`src/hdl/tcdm_consts.svh`:
```
// Sizes, address fields and atomic opcodes of the shared L1 memory path.
// Include wherever a width, count or atop code is needed.

`ifndef TCDM_CONSTS_SVH
`define TCDM_CONSTS_SVH

// port and bank counts
`define TCDM_NUM_MASTERS     3
`define TCDM_NUM_BANKS       4
`define TCDM_MASTER_ID_BITS  2
`define TCDM_BANK_SEL_BITS   2

// data path
`define TCDM_DATA_WIDTH      32
`define TCDM_ADDR_WIDTH      32
`define TCDM_ATOP_WIDTH      6

// byte address fields: [1:0] byte, [3:2] bank, [11:4] row
`define TCDM_BYTE_OFF_BITS   2
`define TCDM_BANK_DEPTH_LOG2 8
`define TCDM_BANK_LSB        `TCDM_BYTE_OFF_BITS
`define TCDM_ROW_LSB         (`TCDM_BYTE_OFF_BITS + `TCDM_BANK_SEL_BITS)

// risc-v amo funct5 with bit 5 as the valid flag
`define TCDM_ATOP_ADD        6'h20
`define TCDM_ATOP_SWAP       6'h21
`define TCDM_ATOP_XOR        6'h24
`define TCDM_ATOP_OR         6'h28
`define TCDM_ATOP_AND        6'h2C
`define TCDM_ATOP_MIN        6'h30
`define TCDM_ATOP_MAX        6'h34
`define TCDM_ATOP_MINU       6'h38
`define TCDM_ATOP_MAXU       6'h3C

`endif

```
`src/hdl/tcdm_pkg.sv`:
```
// Types shared by the crossbar, AMO shims, banks and response router.
// Import with a wildcard in the module header.

`include "tcdm_consts.svh"

package tcdm_pkg;

  typedef logic [`TCDM_DATA_WIDTH-1:0]      word_t;
  typedef logic [`TCDM_DATA_WIDTH/8-1:0]    byte_en_t;
  typedef logic [`TCDM_ADDR_WIDTH-1:0]      addr_t;
  typedef logic [`TCDM_BANK_DEPTH_LOG2-1:0] row_addr_t;
  typedef logic [`TCDM_BANK_SEL_BITS-1:0]   bank_sel_t;
  typedef logic [`TCDM_MASTER_ID_BITS-1:0]  master_id_t;
  typedef logic [`TCDM_ATOP_WIDTH-1:0]      atop_t;

  // core side request, wen high means write
  typedef struct packed {
    logic     req;
    addr_t    addr;
    logic     wen;
    byte_en_t be;
    word_t    wdata;
    atop_t    atop;
  } master_req_t;

  typedef struct packed {
    logic  rvalid;
    word_t rdata;
  } master_rsp_t;

  // granted request, one lane per bank
  typedef struct packed {
    logic       valid;
    master_id_t master_id;
    row_addr_t  row;
    logic       wen;
    byte_en_t   be;
    word_t      wdata;
    atop_t      atop;
  } bank_req_t;

  // sram command
  typedef struct packed {
    logic      en;
    logic      we;
    row_addr_t row;
    byte_en_t  be;
    word_t     wdata;
  } mem_req_t;

  typedef enum logic {
    SHIM_IDLE,
    SHIM_WRITEBACK
  } shim_state_e;

endpackage

```
`src/hdl/response_router.sv`:
```
// Returns each bank's read word to the master it served last cycle.
// rvalid follows the grant by exactly one cycle.

`include "tcdm_consts.svh"

module response_router import tcdm_pkg::*; (
  input  logic                                clk_i,
  input  logic                                rst_ni,
  input  bank_req_t   [`TCDM_NUM_BANKS-1:0]   bank_req_i,
  input  word_t       [`TCDM_NUM_BANKS-1:0]   bank_rdata_i,
  output master_rsp_t [`TCDM_NUM_MASTERS-1:0] rsp_o
);

  logic       [`TCDM_NUM_BANKS-1:0] valid_q;
  master_id_t [`TCDM_NUM_BANKS-1:0] id_q;

  always_ff @(posedge clk_i or negedge rst_ni) begin : valid_reg
    if (!rst_ni) begin
      valid_q <= '0;
    end else begin
      for (int b = 0; b < `TCDM_NUM_BANKS; b++) begin
        valid_q[b] <= bank_req_i[b].valid;
      end
    end
  end

  always_ff @(posedge clk_i) begin : id_reg
    for (int b = 0; b < `TCDM_NUM_BANKS; b++) begin
      id_q[b] <= bank_req_i[b].master_id;
    end
  end

  // a master wins at most one bank per cycle, so no two hits collide
  always_comb begin : route_back
    rsp_o = '0;
    for (int m = 0; m < `TCDM_NUM_MASTERS; m++) begin
      for (int b = 0; b < `TCDM_NUM_BANKS; b++) begin
        if (valid_q[b] && id_q[b] == master_id_t'(m)) begin
          rsp_o[m].rvalid = 1'b1;
          rsp_o[m].rdata  = bank_rdata_i[b];
        end
      end
    end
  end

endmodule

```
`config.mk`:
```
export PLATFORM = sky130hd
export DESIGN_NAME = response_router
export DESIGN_NICKNAME = d
export VERILOG_FILES = /design/src/hdl/tcdm_pkg.sv /design/src/hdl/response_router.sv
export VERILOG_INCLUDE_DIRS = /design/src /design/src/hdl
export SDC_FILE = /design/constraint.sdc
export NUM_CORES = 1
export LEC_CHECK = 0
export ABC_AREA = 1
export BUFFER_PORTS_ARGS = -buffer_cell sky130_fd_sc_hd__clkbuf_2
export CAP_MARGIN = 30
export CORE_AREA = 2 2 172 174
export DETAILED_ROUTE_END_ITERATION = 8
export DIE_AREA = 0 0 174 176
export PLACE_DENSITY = 0.57
export SETUP_SLACK_MARGIN = 0.05
export SYNTH_ARGS = -nofsm -noshare
export SYNTH_HDL_FRONTEND = slang
export SYNTH_SLANG_ARGS = --single-unit
```
`constraint.sdc`:
```
create_clock -name clk_i -period 1.4 [get_ports clk_i]
set_clock_uncertainty 0.2 [all_clocks]
set_input_delay 0.07 -clock clk_i [delete_from_list [all_inputs] [get_ports clk_i]]
set_output_delay 0.07 -clock clk_i [all_outputs]
set_load 0.03 [all_outputs]
```
==> run_results.csv, run 1 <==
group,metric,value,unit
run_status,status,"finished with violations",
run_status,violations,"setup timing",
detailed_routing,wirelength,31.2,mm
yosys,async_reset_ff_share,33.3,%
placement,place_hpwl,22.6,mm
detailed_routing,vias,8277,
timing,rsz0062_at_grt,"yes",
global_routing,grt_pass1_vias,8319,
yosys,synth_edf_count,0,
cts,cts_buffers,3,
yosys,synth_common_cells,"nand2_1 (241), inv_1 (198), nand3_1 (166), nor2_1 (100), nand4_1 (93)",
critical_path,crit_required,1.13,ns
yosys,synth.area.mux_share,0,%
yosys,ys_ff_latch,12,
die,dieHeight,176,um
yosys,synth_fa_ha_area_share,0,%
yosys,synth_area_leaders,"nand2_1 (18%), nand3_1 (17%), inv_1 (15%)",
power_and_ir_drop,power.density,474,nW/um^2
power_and_ir_drop,p_sw,2480,uW
yosys,synth_cells,1070,
critical_path,cp.arrival,1.67,ns
cells_and_area,layout-drive-gt1-share,47.5,%
yosys,synth_top_family_by_area,"simple AND/OR/NAND/NOR gates",
timing,post-route-period-util,139,%
yosys,synth_area,4990,um^2
yosys,yosysTopAreaCell,"nand2_1",
global_routing,antenna_found_initial,3,
detailed_routing,drtIter0Drc,525,
power_and_ir_drop,pwr-share-clk,10.5,%
cts,cts_tree,"done",
timing,slew_headroom,80.8,%
min_path,hold_end,"id_q[5]",
detailed_routing,wl_per_cell,18.3,um
die,core_area,28500,um^2
yosys,yosys_warnings,0,
power_and_ir_drop,power,5000,uW
cells_and_area,nets,1670,
yosys,ys_seq_area_share,5.22,%
cells_and_area,fin_cells,1707,
yosys,synth_nets,1416,
cts,cts_max_path_buffers,2,
detailed_routing,dr.pass1.iters,7,
cts,clock-sinks,12,
critical_path,path_max_fanout,16,
cts,cts-htree-levels,1,
cells_and_area,area_delta_synth_final,111,%
global_routing,grt_use_total,19.4,%
cells_and_area,multi_input_area,5370,um^2
yosys,synth_flop_cell,"dfxtp_1",
yosys,synth.most_common_cell,"nand2_1",
timing,maxSlewViolCount,0,
die,pin_count,445,
die,fp-row-count,62,
cells_and_area,n_antenna_cell,0,
die,die_area,30600,um^2
placement,portBuffers,240,
placement,dpl-instance-area,8570,um^2
critical_path,end_kind,"output port",
yosys,synth_compound_area_share,15.7,%
min_path,hold_class,"in -> reg",
yosys,avgSynthCellArea,4.66,um^2
cts,clkTransAtPathRegs,0.04,ns
die,fp.dieW,174,um
power_and_ir_drop,p_leak,0.00502,uW
min_path,worstHoldPathCells,2,
cells_and_area,fin_area,10500,um^2
timing,fmaxAchievable,516,MHz
timing,worst_slack,-0.539,ns
critical_path,crit_type,"reg -> out",
min_path,min_from,"bank_req_i[160]",
placement,dpl.cell_count,1666,
cells_and_area,fillers,2997,
cts,root_buffer,"clkbuf_16",
placement,routabilityCongestion,0.838,
run,max-cap-violations,0,
yosys,yosys.area_share.simple,55.1,%
detailed_routing,ant_nets,0,
timing,fin_hold_ws,0.282,ns
timing,setup_viol,99,
power_and_ir_drop,swShare,49.6,%
yosys,synth_cell_types,20,
global_routing,grt_pass1_wl,47.0,mm
timing,fin_crit,1.94,ns
power_and_ir_drop,p_int,2520,uW
timing,worst-slew-pin-transition,0.288,ns
global_routing,grt_max_degree,46,
detailed_routing,route.detailed.drc,0,
power_and_ir_drop,seqPwrFrac,7.9,%
power_and_ir_drop,irDropWorstVdd,0.369,mV
die,initial_utilization,17.5,%
yosys,synth_top_area_share,18.1,%
critical_path,worst_setup_path_start_kind,"flop",
global_routing,overflow,0,
detailed_routing,routed_via_density,4.85,
cells_and_area,seq_area,282,um^2
power_and_ir_drop,combPwrFrac,81.6,%
timing,finalHoldViolations,0,
yosys,synthXorXnorAreaFrac,0,%
==> area by class of cell <==
cell class | count | area share (%)
Inverter | 199 | 7.11
Clock buffer | 4 | 0.748
Timing Repair Buffer | 346 | 34.0
Multi-Input combinational cell | 762 | 50.9
Tap cell | 384 | 4.56
Sequential cell | 12 | 2.67
==> power by group through the flow <==
stage	logic, uW	clock network (uW)	registers (uW)
final	4080	525	396
after global routing	4310	557	399
after CTS	3850	527	396
after detailed placement	3170	0	405
after global placement	3150	0	405
after floorplan	2160	0	382
==> cell families after synthesis <==
kind of cell           count (synthesis)
AOI/OAI and AO/OA                    156
buffers and inverters                296
DFF                                   12
and+or+nand+nor                      606
==> metrics by stage <==
step                utilization, %  setup TNS, ns  setup WS (ns)
finish                        36.9         -47.04         -0.539
detailed placement            30.0         -37.02         -0.442
CTS                           35.7         -47.79         -0.538
global placement              30.0         -46.34         -0.750
global route                  36.9         -54.86         -0.620
floorplan                        -          -4.47        -0.0651
==> how the worst max path moves through the flow <==
stage | startpoint | slack [ns] | depth (start not counted) | to
after global routing | valid_q[2] | -0.62 | 7 | rsp_o[62]
after floorplan | valid_q[1] | -0.07 | 6 | rsp_o[77]
after global placement | valid_q[1] | -0.75 | 6 | rsp_o[33]
final | id_q[3] | -0.54 | 8 | rsp_o[36]
after CTS | id_q[3] | -0.54 | 8 | rsp_o[33]
after detailed placement | valid_q[1] | -0.44 | 8 | rsp_o[69]
==> state kept, by name (all words and copies together), names as in the netlist <==
signal	count
id_q	8
valid_q	4
==> critical path, stage by stage (launching register included) <==
cell and delay [ns]:
dfxtp_4 0.34, buf_6 0.12, inv_1 0.06, nand3_2 0.14
buf_12 0.20, nand2_1 0.10, nand3_2 0.10, a21oi_4 0.15
clkbuf_4 0.20
==> what timing repair did <==
| item | in CTS | in global routing |
|---|---|---|
| hold buffers | 14 | 0 |
| gates resized for setup | 300 | 119 |
| setup endpoints to repair | 99 | 99 |
| endpoints found under the hold margin | 16 | 0 |
| pin swaps | 25 | 29 |
| buffers inserted | 13 | 1 |
| gates cloned | 6 | 4 |
==> cell usage in the layout, fill, tap and decap left out, types with 2 or more instances in the layout <==
cell and n:
o21ai_4 3, nand2_4 5, clkbuf_8 22, buf_12 33
inv_1 180, nand2_1 178, clkbuf_4 9, dfxtp_2 3
o21ai_0 16, nand3_4 11, dfxtp_4 3, buf_4 33
buf_8 70, nor2_2 2, buf_16 5, dlygate4sd3_1 14
clkbuf_2 141, nand2_2 57, clkbuf_16 7, nand4_1 93
dfxtp_1 2, o21ai_2 9, a21oi_4 90, nand3_1 76
o21ai_1 36, nor2_4 5, dfrtp_2 2, buf_6 15
nor2_1 96, nand3_2 82, inv_2 18
==> per-layer routing <==
| layer | vias to the layer above | routed length [um] | GRT usage [%] |
|---|---|---|---|
| met5 | - | 41 | 0 |
| met4 | 6 | 409 | 2.56 |
| met3 | 43 | 2580 | 4.18 |
| met2 | 412 | 14700 | 33.7 |
| met1 | 3855 | 13400 | 25.1 |
| li1 | 3961 | - | - |
Note: power is estimated with default switching activity, not from simulation.
==> run 2: changes to the inputs <==
--- a/config.mk
+++ b/config.mk
@@ -6,13 +6,12 @@
 export SDC_FILE = /design/constraint.sdc
 export NUM_CORES = 1
 export LEC_CHECK = 0
-export ABC_AREA = 1
 export BUFFER_PORTS_ARGS = -buffer_cell sky130_fd_sc_hd__clkbuf_2
 export CAP_MARGIN = 30
-export CORE_AREA = 2 2 172 174
+export CORE_AREA = 2 2 175 177
 export DETAILED_ROUTE_END_ITERATION = 8
-export DIE_AREA = 0 0 174 176
-export PLACE_DENSITY = 0.57
+export DIE_AREA = 0 0 177 179
+export PLACE_DENSITY = 0.52
 export SETUP_SLACK_MARGIN = 0.05
 export SYNTH_ARGS = -nofsm -noshare
 export SYNTH_HDL_FRONTEND = slang
==> run 2 against run 1 <==
The flow still finishes with violations (setup timing). Via count shrank 19%. Sequential cell count is the same. Largest power group unchanged. Non-clock buffer count shrank 12. Largest cell class unchanged. Area after synthesis shrank 18%. Worst setup slack lost 0.21 ns. Utilization shrank 3.6 points. First-iteration DRC count shrank 7.0%. Synthesized cell count shrank 40%.
==> run_results.csv, run 2 <==
group,metric,value,unit
timing,worst-slew-pin-transition,0.419,ns
timing,worst_slack,-0.751,ns
power_and_ir_drop,power,4810,uW
yosys,synth_nets,984,
cells_and_area,final_common_cell,"clkbuf_2",
cells_and_area,largest-register,"id_q",
yosys,async_reset_ff_share,33.3,%
power_and_ir_drop,power.density,481,nW/um^2
critical_path,crit_required,1.13,ns
timing,fin_hold_ws,0.288,ns
detailed_routing,route.detailed.drc,0,
yosys,synth_edf_count,0,
cells_and_area,layout-drive-gt1-share,63.6,%
detailed_routing,ant_nets,0,
detailed_routing,wl_per_cell,22.9,um
power_and_ir_drop,p_leak,0.00389,uW
cts,clkTransAtPathRegs,0.04,ns
timing,maxSlewViolCount,0,
global_routing,overflow,0,
die,initial_utilization,13.6,%
die,dieHeight,179,um
critical_path,cp.arrival,1.88,ns
yosys,synth.most_common_cell,"o21ai_0",
yosys,synth_area_leaders,"o311a_1 (16%), nand4b_1 (14%), o21ai_0 (13%)",
global_routing,grt_pass1_wl,40.4,mm
cells_and_area,final_cell_mix,"clkbuf_2 (141), nand2_1 (96), buf_8 (69), nand4b_1 (66), o21ai_0 (64)",
yosys,synth_top_area_share,15.7,%
cts,cts_tree,"done",
run_status,status,"finished with violations",
detailed_routing,wirelength,29.4,mm
yosys,ys_seq_area_share,6.37,%
timing,fin_crit,2.15,ns
critical_path,worst_setup_path_start_kind,"flop",
critical_path,path_max_fanout,51,
critical_path,end_kind,"output port",
detailed_routing,vias,6711,
global_routing,grt_max_degree,70,
yosys,synth_flop_cell,"dfxtp_1",
die,core_area,30000,um^2
cells_and_area,area_delta_synth_final,145,%
cells_and_area,reg_top3,"id_q: 8 flops, valid_q: 4 flops",
die,fp.dieW,177,um
yosys,synth_area,4090,um^2
cts,clock-sinks,12,
cts,cts-htree-levels,1,
die,die_area,31700,um^2
yosys,avgSynthCellArea,6.41,um^2
yosys,synth_cells,638,
die,pin_count,445,
placement,routabilityCongestion,0.802,
yosys,yosysTopAreaCell,"o311a_1",
detailed_routing,routed_via_density,5.23,
placement,place_hpwl,19.8,mm
cells_and_area,largest_register_ffs,8,
detailed_routing,drtIter0Drc,488,
yosys,ys_ff_latch,12,
global_routing,antenna_found_initial,8,
critical_path,crit_type,"reg -> out",
global_routing,grt_use_total,16.7,%
timing,rsz0062_at_grt,"yes",
timing,finalHoldViolations,0,
global_routing,grt_pass1_vias,6552,
detailed_routing,dr.pass1.iters,5,
placement,portBuffers,240,
run_status,violations,"setup timing",
critical_path,crit_end,"rsp_o[16]",
cts,cts_max_path_buffers,2,
power_and_ir_drop,irDropWorstVdd,0.437,mV
timing,post-route-period-util,154,%
cells_and_area,nets,1229,
yosys,yosys_warnings,0,
timing,setup_viol,99,
critical_path,cp-startpoint,"valid_q[1]",
run,max-cap-violations,0,
cts,cts_buffers,3,
cells_and_area,fillers,3062,
timing,fmaxAchievable,465,MHz
yosys,synth_common_cells,"o21ai_0 (104), nand2_1 (96), o21ai_1 (88), clkbuf_1 (69), nand4b_1 (66)",
die,fp-row-count,64,
yosys,synth_cell_types,23,
cts,root_buffer,"clkbuf_16",
min_path,hold_class,"in -> reg",
timing,slew_headroom,71.7,%
run 2: changes by cell type in the layout (fill, tap and decap cells not counted), sizes merged, moves of 66 or more:
cell / before / now
nand3: 169 / 0
inv: 199 / 33
nand2: 241 / 96
o21ai: 64 / 192
nor2: 103 / 0
nand4: 93 / 0
a21oi: 91 / 0
nand4b: 0 / 66
run 2: where the power goes:
| part | internal, uW | switching (uW) | leakage, uW |
|---|---|---|---|
| combinational | 1830 | 2020 | 0.00373 |
| sequential | 362 | 16.6 | 0.000114 |
| clock | 431 | 152 | 0.0000442 |
run 2: timing repair:
item | 4_1_cts | 5_1_grt
endpoints found under the setup margin | 99 | 99
endpoints found under the hold margin | 16 | 0
pin swaps | 33 | 138
cloned | 4 | 9
gates resized for setup | 309 | 183
hold buffers | 14 | 0
buffers inserted | 3 | 5
run 2: logic make-up after synthesis:
family                 share of synthesized area, %
and+or+nand+nor                                34.3
DFF                                            6.37
AOI/OAI and AO/OA                              46.0
buffers and inverters                          13.3
run 2: worst min-delay path by stage:
stage,from,to,slack (ns),cells past startpoint
2_1_floorplan,rst_ni,valid_q[0],-0.43,0
3_3_place_gp,rst_ni,valid_q[0],-0.29,1
3_5_place_dp,rst_ni,valid_q[0],-0.29,1
4_1_cts,bank_req_i[51],id_q[0],0.26,2
5_1_grt,bank_req_i[52],id_q[1],0.30,2
6_report,bank_req_i[52],id_q[1],0.29,2
run 2: cell type report:
class                   instances  area (um^2)  share of cell area (%)
diodes                          5         12.5                   0.125
clock buffers                   4         88.8                   0.888
inverters                      33          124                    1.24
multi-input cells             499         5530                    55.2
flip-flops and latches         12          270                    2.70
well taps                     396          495                    4.95
repair buffers                334         3490                    34.9
run 2: through the flow:
step,instance area (um^2),setup TNS [ns],utilization [%],instances,setup WS (ns)
finish,10000,-64.24,33.3,1283,-0.751
global route,10000,-68.77,33.3,1283,-0.797
CTS,9010,-66.31,30.0,1265,-0.742
detailed placement,6970,-48.22,23.2,1240,-0.614
global placement,6970,-47.37,23.2,1240,-0.588
floorplan,4970,-34.92,-,638,-0.377
run 2: layer usage:
metal,global-route usage [%],share of wire [%]
met5,0,0.15
met2,27.5,48
met1,22.0,43
met3,4.09,7.6
met4,3.51,0.97
run 2: critical path, stage by stage, from the launching register on:
cell,delay [ns]
dfrtp_2,0.38
buf_4,0.15
buf_16,0.21
nor4bb_2,0.49
a311oi_4,0.07
o21ai_2,0.13
clkbuf_8,0.17
==> run 3: changes to the inputs <==
--- a/config.mk
+++ b/config.mk
@@ -11,7 +11,9 @@
 export CORE_AREA = 2 2 175 177
 export DETAILED_ROUTE_END_ITERATION = 8
 export DIE_AREA = 0 0 177 179
+export GPL_TIMING_DRIVEN = 0
 export PLACE_DENSITY = 0.52
+export RECOVER_POWER = 50
 export SETUP_SLACK_MARGIN = 0.05
 export SYNTH_ARGS = -nofsm -noshare
 export SYNTH_HDL_FRONTEND = slang
==> run 3 against run 2 <==
The flow still finishes with violations (setup timing). Sequential cell count did not move. Cell area down 3.1%. Largest power group unchanged. Worst setup slack worse by 0.15 ns. Sequential share of layout area is essentially flat. Die area is the same. Worst hold slack got worse by 0.0090 ns. Maximum frequency shrank 6.3%. Critical path type unchanged. Non-clock buffer count up 33.
==> run_results.csv, run 3 (synthesis gave the netlist of run 2 again) <==
group,metric,value,unit
critical_path,path_common_cell,"buf_8",
cells_and_area,final_common_cell,"clkbuf_2",
run_status,violations,"setup timing",
detailed_routing,route.detailed.drc,0,
die,core_area,30000,um^2
die,fp.dieW,177,um
global_routing,overflow,0,
timing,worst_slack,-0.896,ns
cts,cts_max_path_buffers,2,
global_routing,grt_use_total,19.0,%
critical_path,end_kind,"output port",
critical_path,slowest_stage,"dfrtp_2",
critical_path,cp.depth,7,
cts,cts-htree-levels,1,
timing,finalHoldViolations,0,
critical_path,cp-startpoint,"valid_q[1]",
cells_and_area,fin_area,9690,um^2
critical_path,crit_end,"rsp_o[37]",
cts,clkTransAtPathRegs,0.04,ns
die,die_area,31700,um^2
die,fp-row-count,64,
global_routing,grt_max_degree,11,
cells_and_area,layout-drive-gt1-share,62.5,%
power_and_ir_drop,p_leak,0.00384,uW
critical_path,cp.arrival,2.03,ns
critical_path,crit_type,"reg -> out",
global_routing,grt_pass1_wl,44.8,mm
cells_and_area,nets,1262,
cells_and_area,fillers,3084,
placement,portBuffers,240,
timing,worst-slew-pin-transition,0.566,ns
cts,cts_tree,"done",
placement,routabilityCongestion,0.821,
detailed_routing,routed_via_density,5.16,
timing,post-route-period-util,164,%
timing,maxSlewViolCount,0,
critical_path,crit_chain,"buf_6, and3b_1, buf_12, buf_8, o311a_4, o21ai_4, buf_8",
detailed_routing,dr.pass1.iters,5,
run_status,status,"finished with violations",
timing,setup_viol,99,
global_routing,antenna_found_initial,4,
timing,fin_crit,2.30,ns
detailed_routing,vias,6776,
critical_path,path_max_fanout,9,
placement,dpl-instance-area,6670,um^2
timing,tns,-80.18,ns
detailed_routing,drtIter0Drc,460,
timing,slew_headroom,62.3,%
power_and_ir_drop,power.density,491,nW/um^2
critical_path,crit_path_max_incr_delay,0.45,ns
critical_path,crit_required,1.13,ns
cts,cts_buffers,3,
die,initial_utilization,13.6,%
cells_and_area,area_delta_synth_final,137,%
cells_and_area,final_cell_mix,"clkbuf_2 (161), nand2_1 (96), o21ai_0 (93), nand4b_1 (66)",
cells_and_area,largest-register,"id_q",
timing,fmaxAchievable,435,MHz
critical_path,crit_buf_inv,4,
global_routing,grt_pass1_vias,6996,
cts,clock-sinks,12,
detailed_routing,wirelength,32.3,mm
die,dieHeight,179,um
cts,root_buffer,"clkbuf_16",
detailed_routing,wl_per_cell,24.6,um
die,pin_count,445,
placement,place_hpwl,23.2,mm
cells_and_area,reg_top3,"id_q: 8 flops, valid_q: 4 flops",
cells_and_area,largest_register_ffs,8,
run,max-cap-violations,0,
min_path,hold_class,"in -> reg",
detailed_routing,ant_nets,0,
critical_path,critPathTopFamily,"buffers and inverters",
power_and_ir_drop,irDropWorstVdd,0.489,mV
timing,rsz0062_at_grt,"yes",
critical_path,worst_setup_path_start_kind,"flop",
## run 3: cell types whose count changed in the layout (fill, tap and decap cells not counted), moves of 9 or more
cell,before,now
buf_12,29,9
buf_2,1,10
clkbuf_2,141,161
clkbuf_4,14,25
clkbuf_8,18,34
o21ai_0,64,93
o21ai_1,31,3
## run 3: cell type report
| cell class | instances | area, um^2 | share of cell area [%] |
|---|---|---|---|
| multi-input combinational | 499 | 5430 | 56.0 |
| timing repair buffer | 276 | 2540 | 26.3 |
| buffer | 91 | 743 | 7.67 |
| tap | 396 | 495 | 5.11 |
| sequential | 12 | 265 | 2.74 |
| inverter | 33 | 124 | 1.28 |
| clock buffer | 4 | 88.8 | 0.916 |
| antenna | 1 | 2.50 | 0.0258 |
## run 3: power by group
group,internal (uW),switching [uW]
Sequential,363,25.9
Clock,430,137
Combinational,1740,2060
## run 3: worst min-delay path by stage
stage                     slack [ns]  depth (start not counted)       startpoint          to
after floorplan                -0.43                          0           rst_ni  valid_q[0]
after global placement         -0.32                          1           rst_ni  valid_q[1]
after detailed placement       -0.32                          1           rst_ni  valid_q[3]
after CTS                       0.26                          2  bank_req_i[105]     id_q[2]
after global routing            0.27                          2  bank_req_i[105]     id_q[2]
final                           0.28                          2  bank_req_i[105]     id_q[2]
## run 3: what timing repair did
| item | in CTS | in global routing |
|---|---|---|
| pin swaps | 48 | 42 |
| resized for setup | 410 | 178 |
| gates cloned | 2 | 5 |
| hold endpoints to repair | 16 | 0 |
| setup endpoints to repair | 99 | 99 |
| hold buffers | 14 | 0 |
| buffers inserted | 11 | 4 |
## run 3: through the flow
stage	setup slack (ns)	total power [uW]	util, %	instances	hold slack [ns]
finish	-0.896	4760	32.3	1312	0.279
global route	-0.977	4980	32.3	1311	0.271
CTS	-0.919	4450	30.0	1304	0.261
detailed placement	-1.21	3040	22.2	1274	-0.321
global placement	-1.20	3020	22.2	1274	-0.322
floorplan	-0.377	2090	-	638	-0.426
## run 3: routing by layer
| metal | track usage (%) | vias up | share of wire [%] |
|---|---|---|---|
| met4 | 4.41 | 4 | 1.7 |
| met3 | 5.64 | 42 | 11 |
| met5 | 0 | - | 0.084 |
| met2 | 32.0 | 394 | 46 |
| met1 | 23.6 | 3274 | 41 |
| li1 | - | 3062 | - |
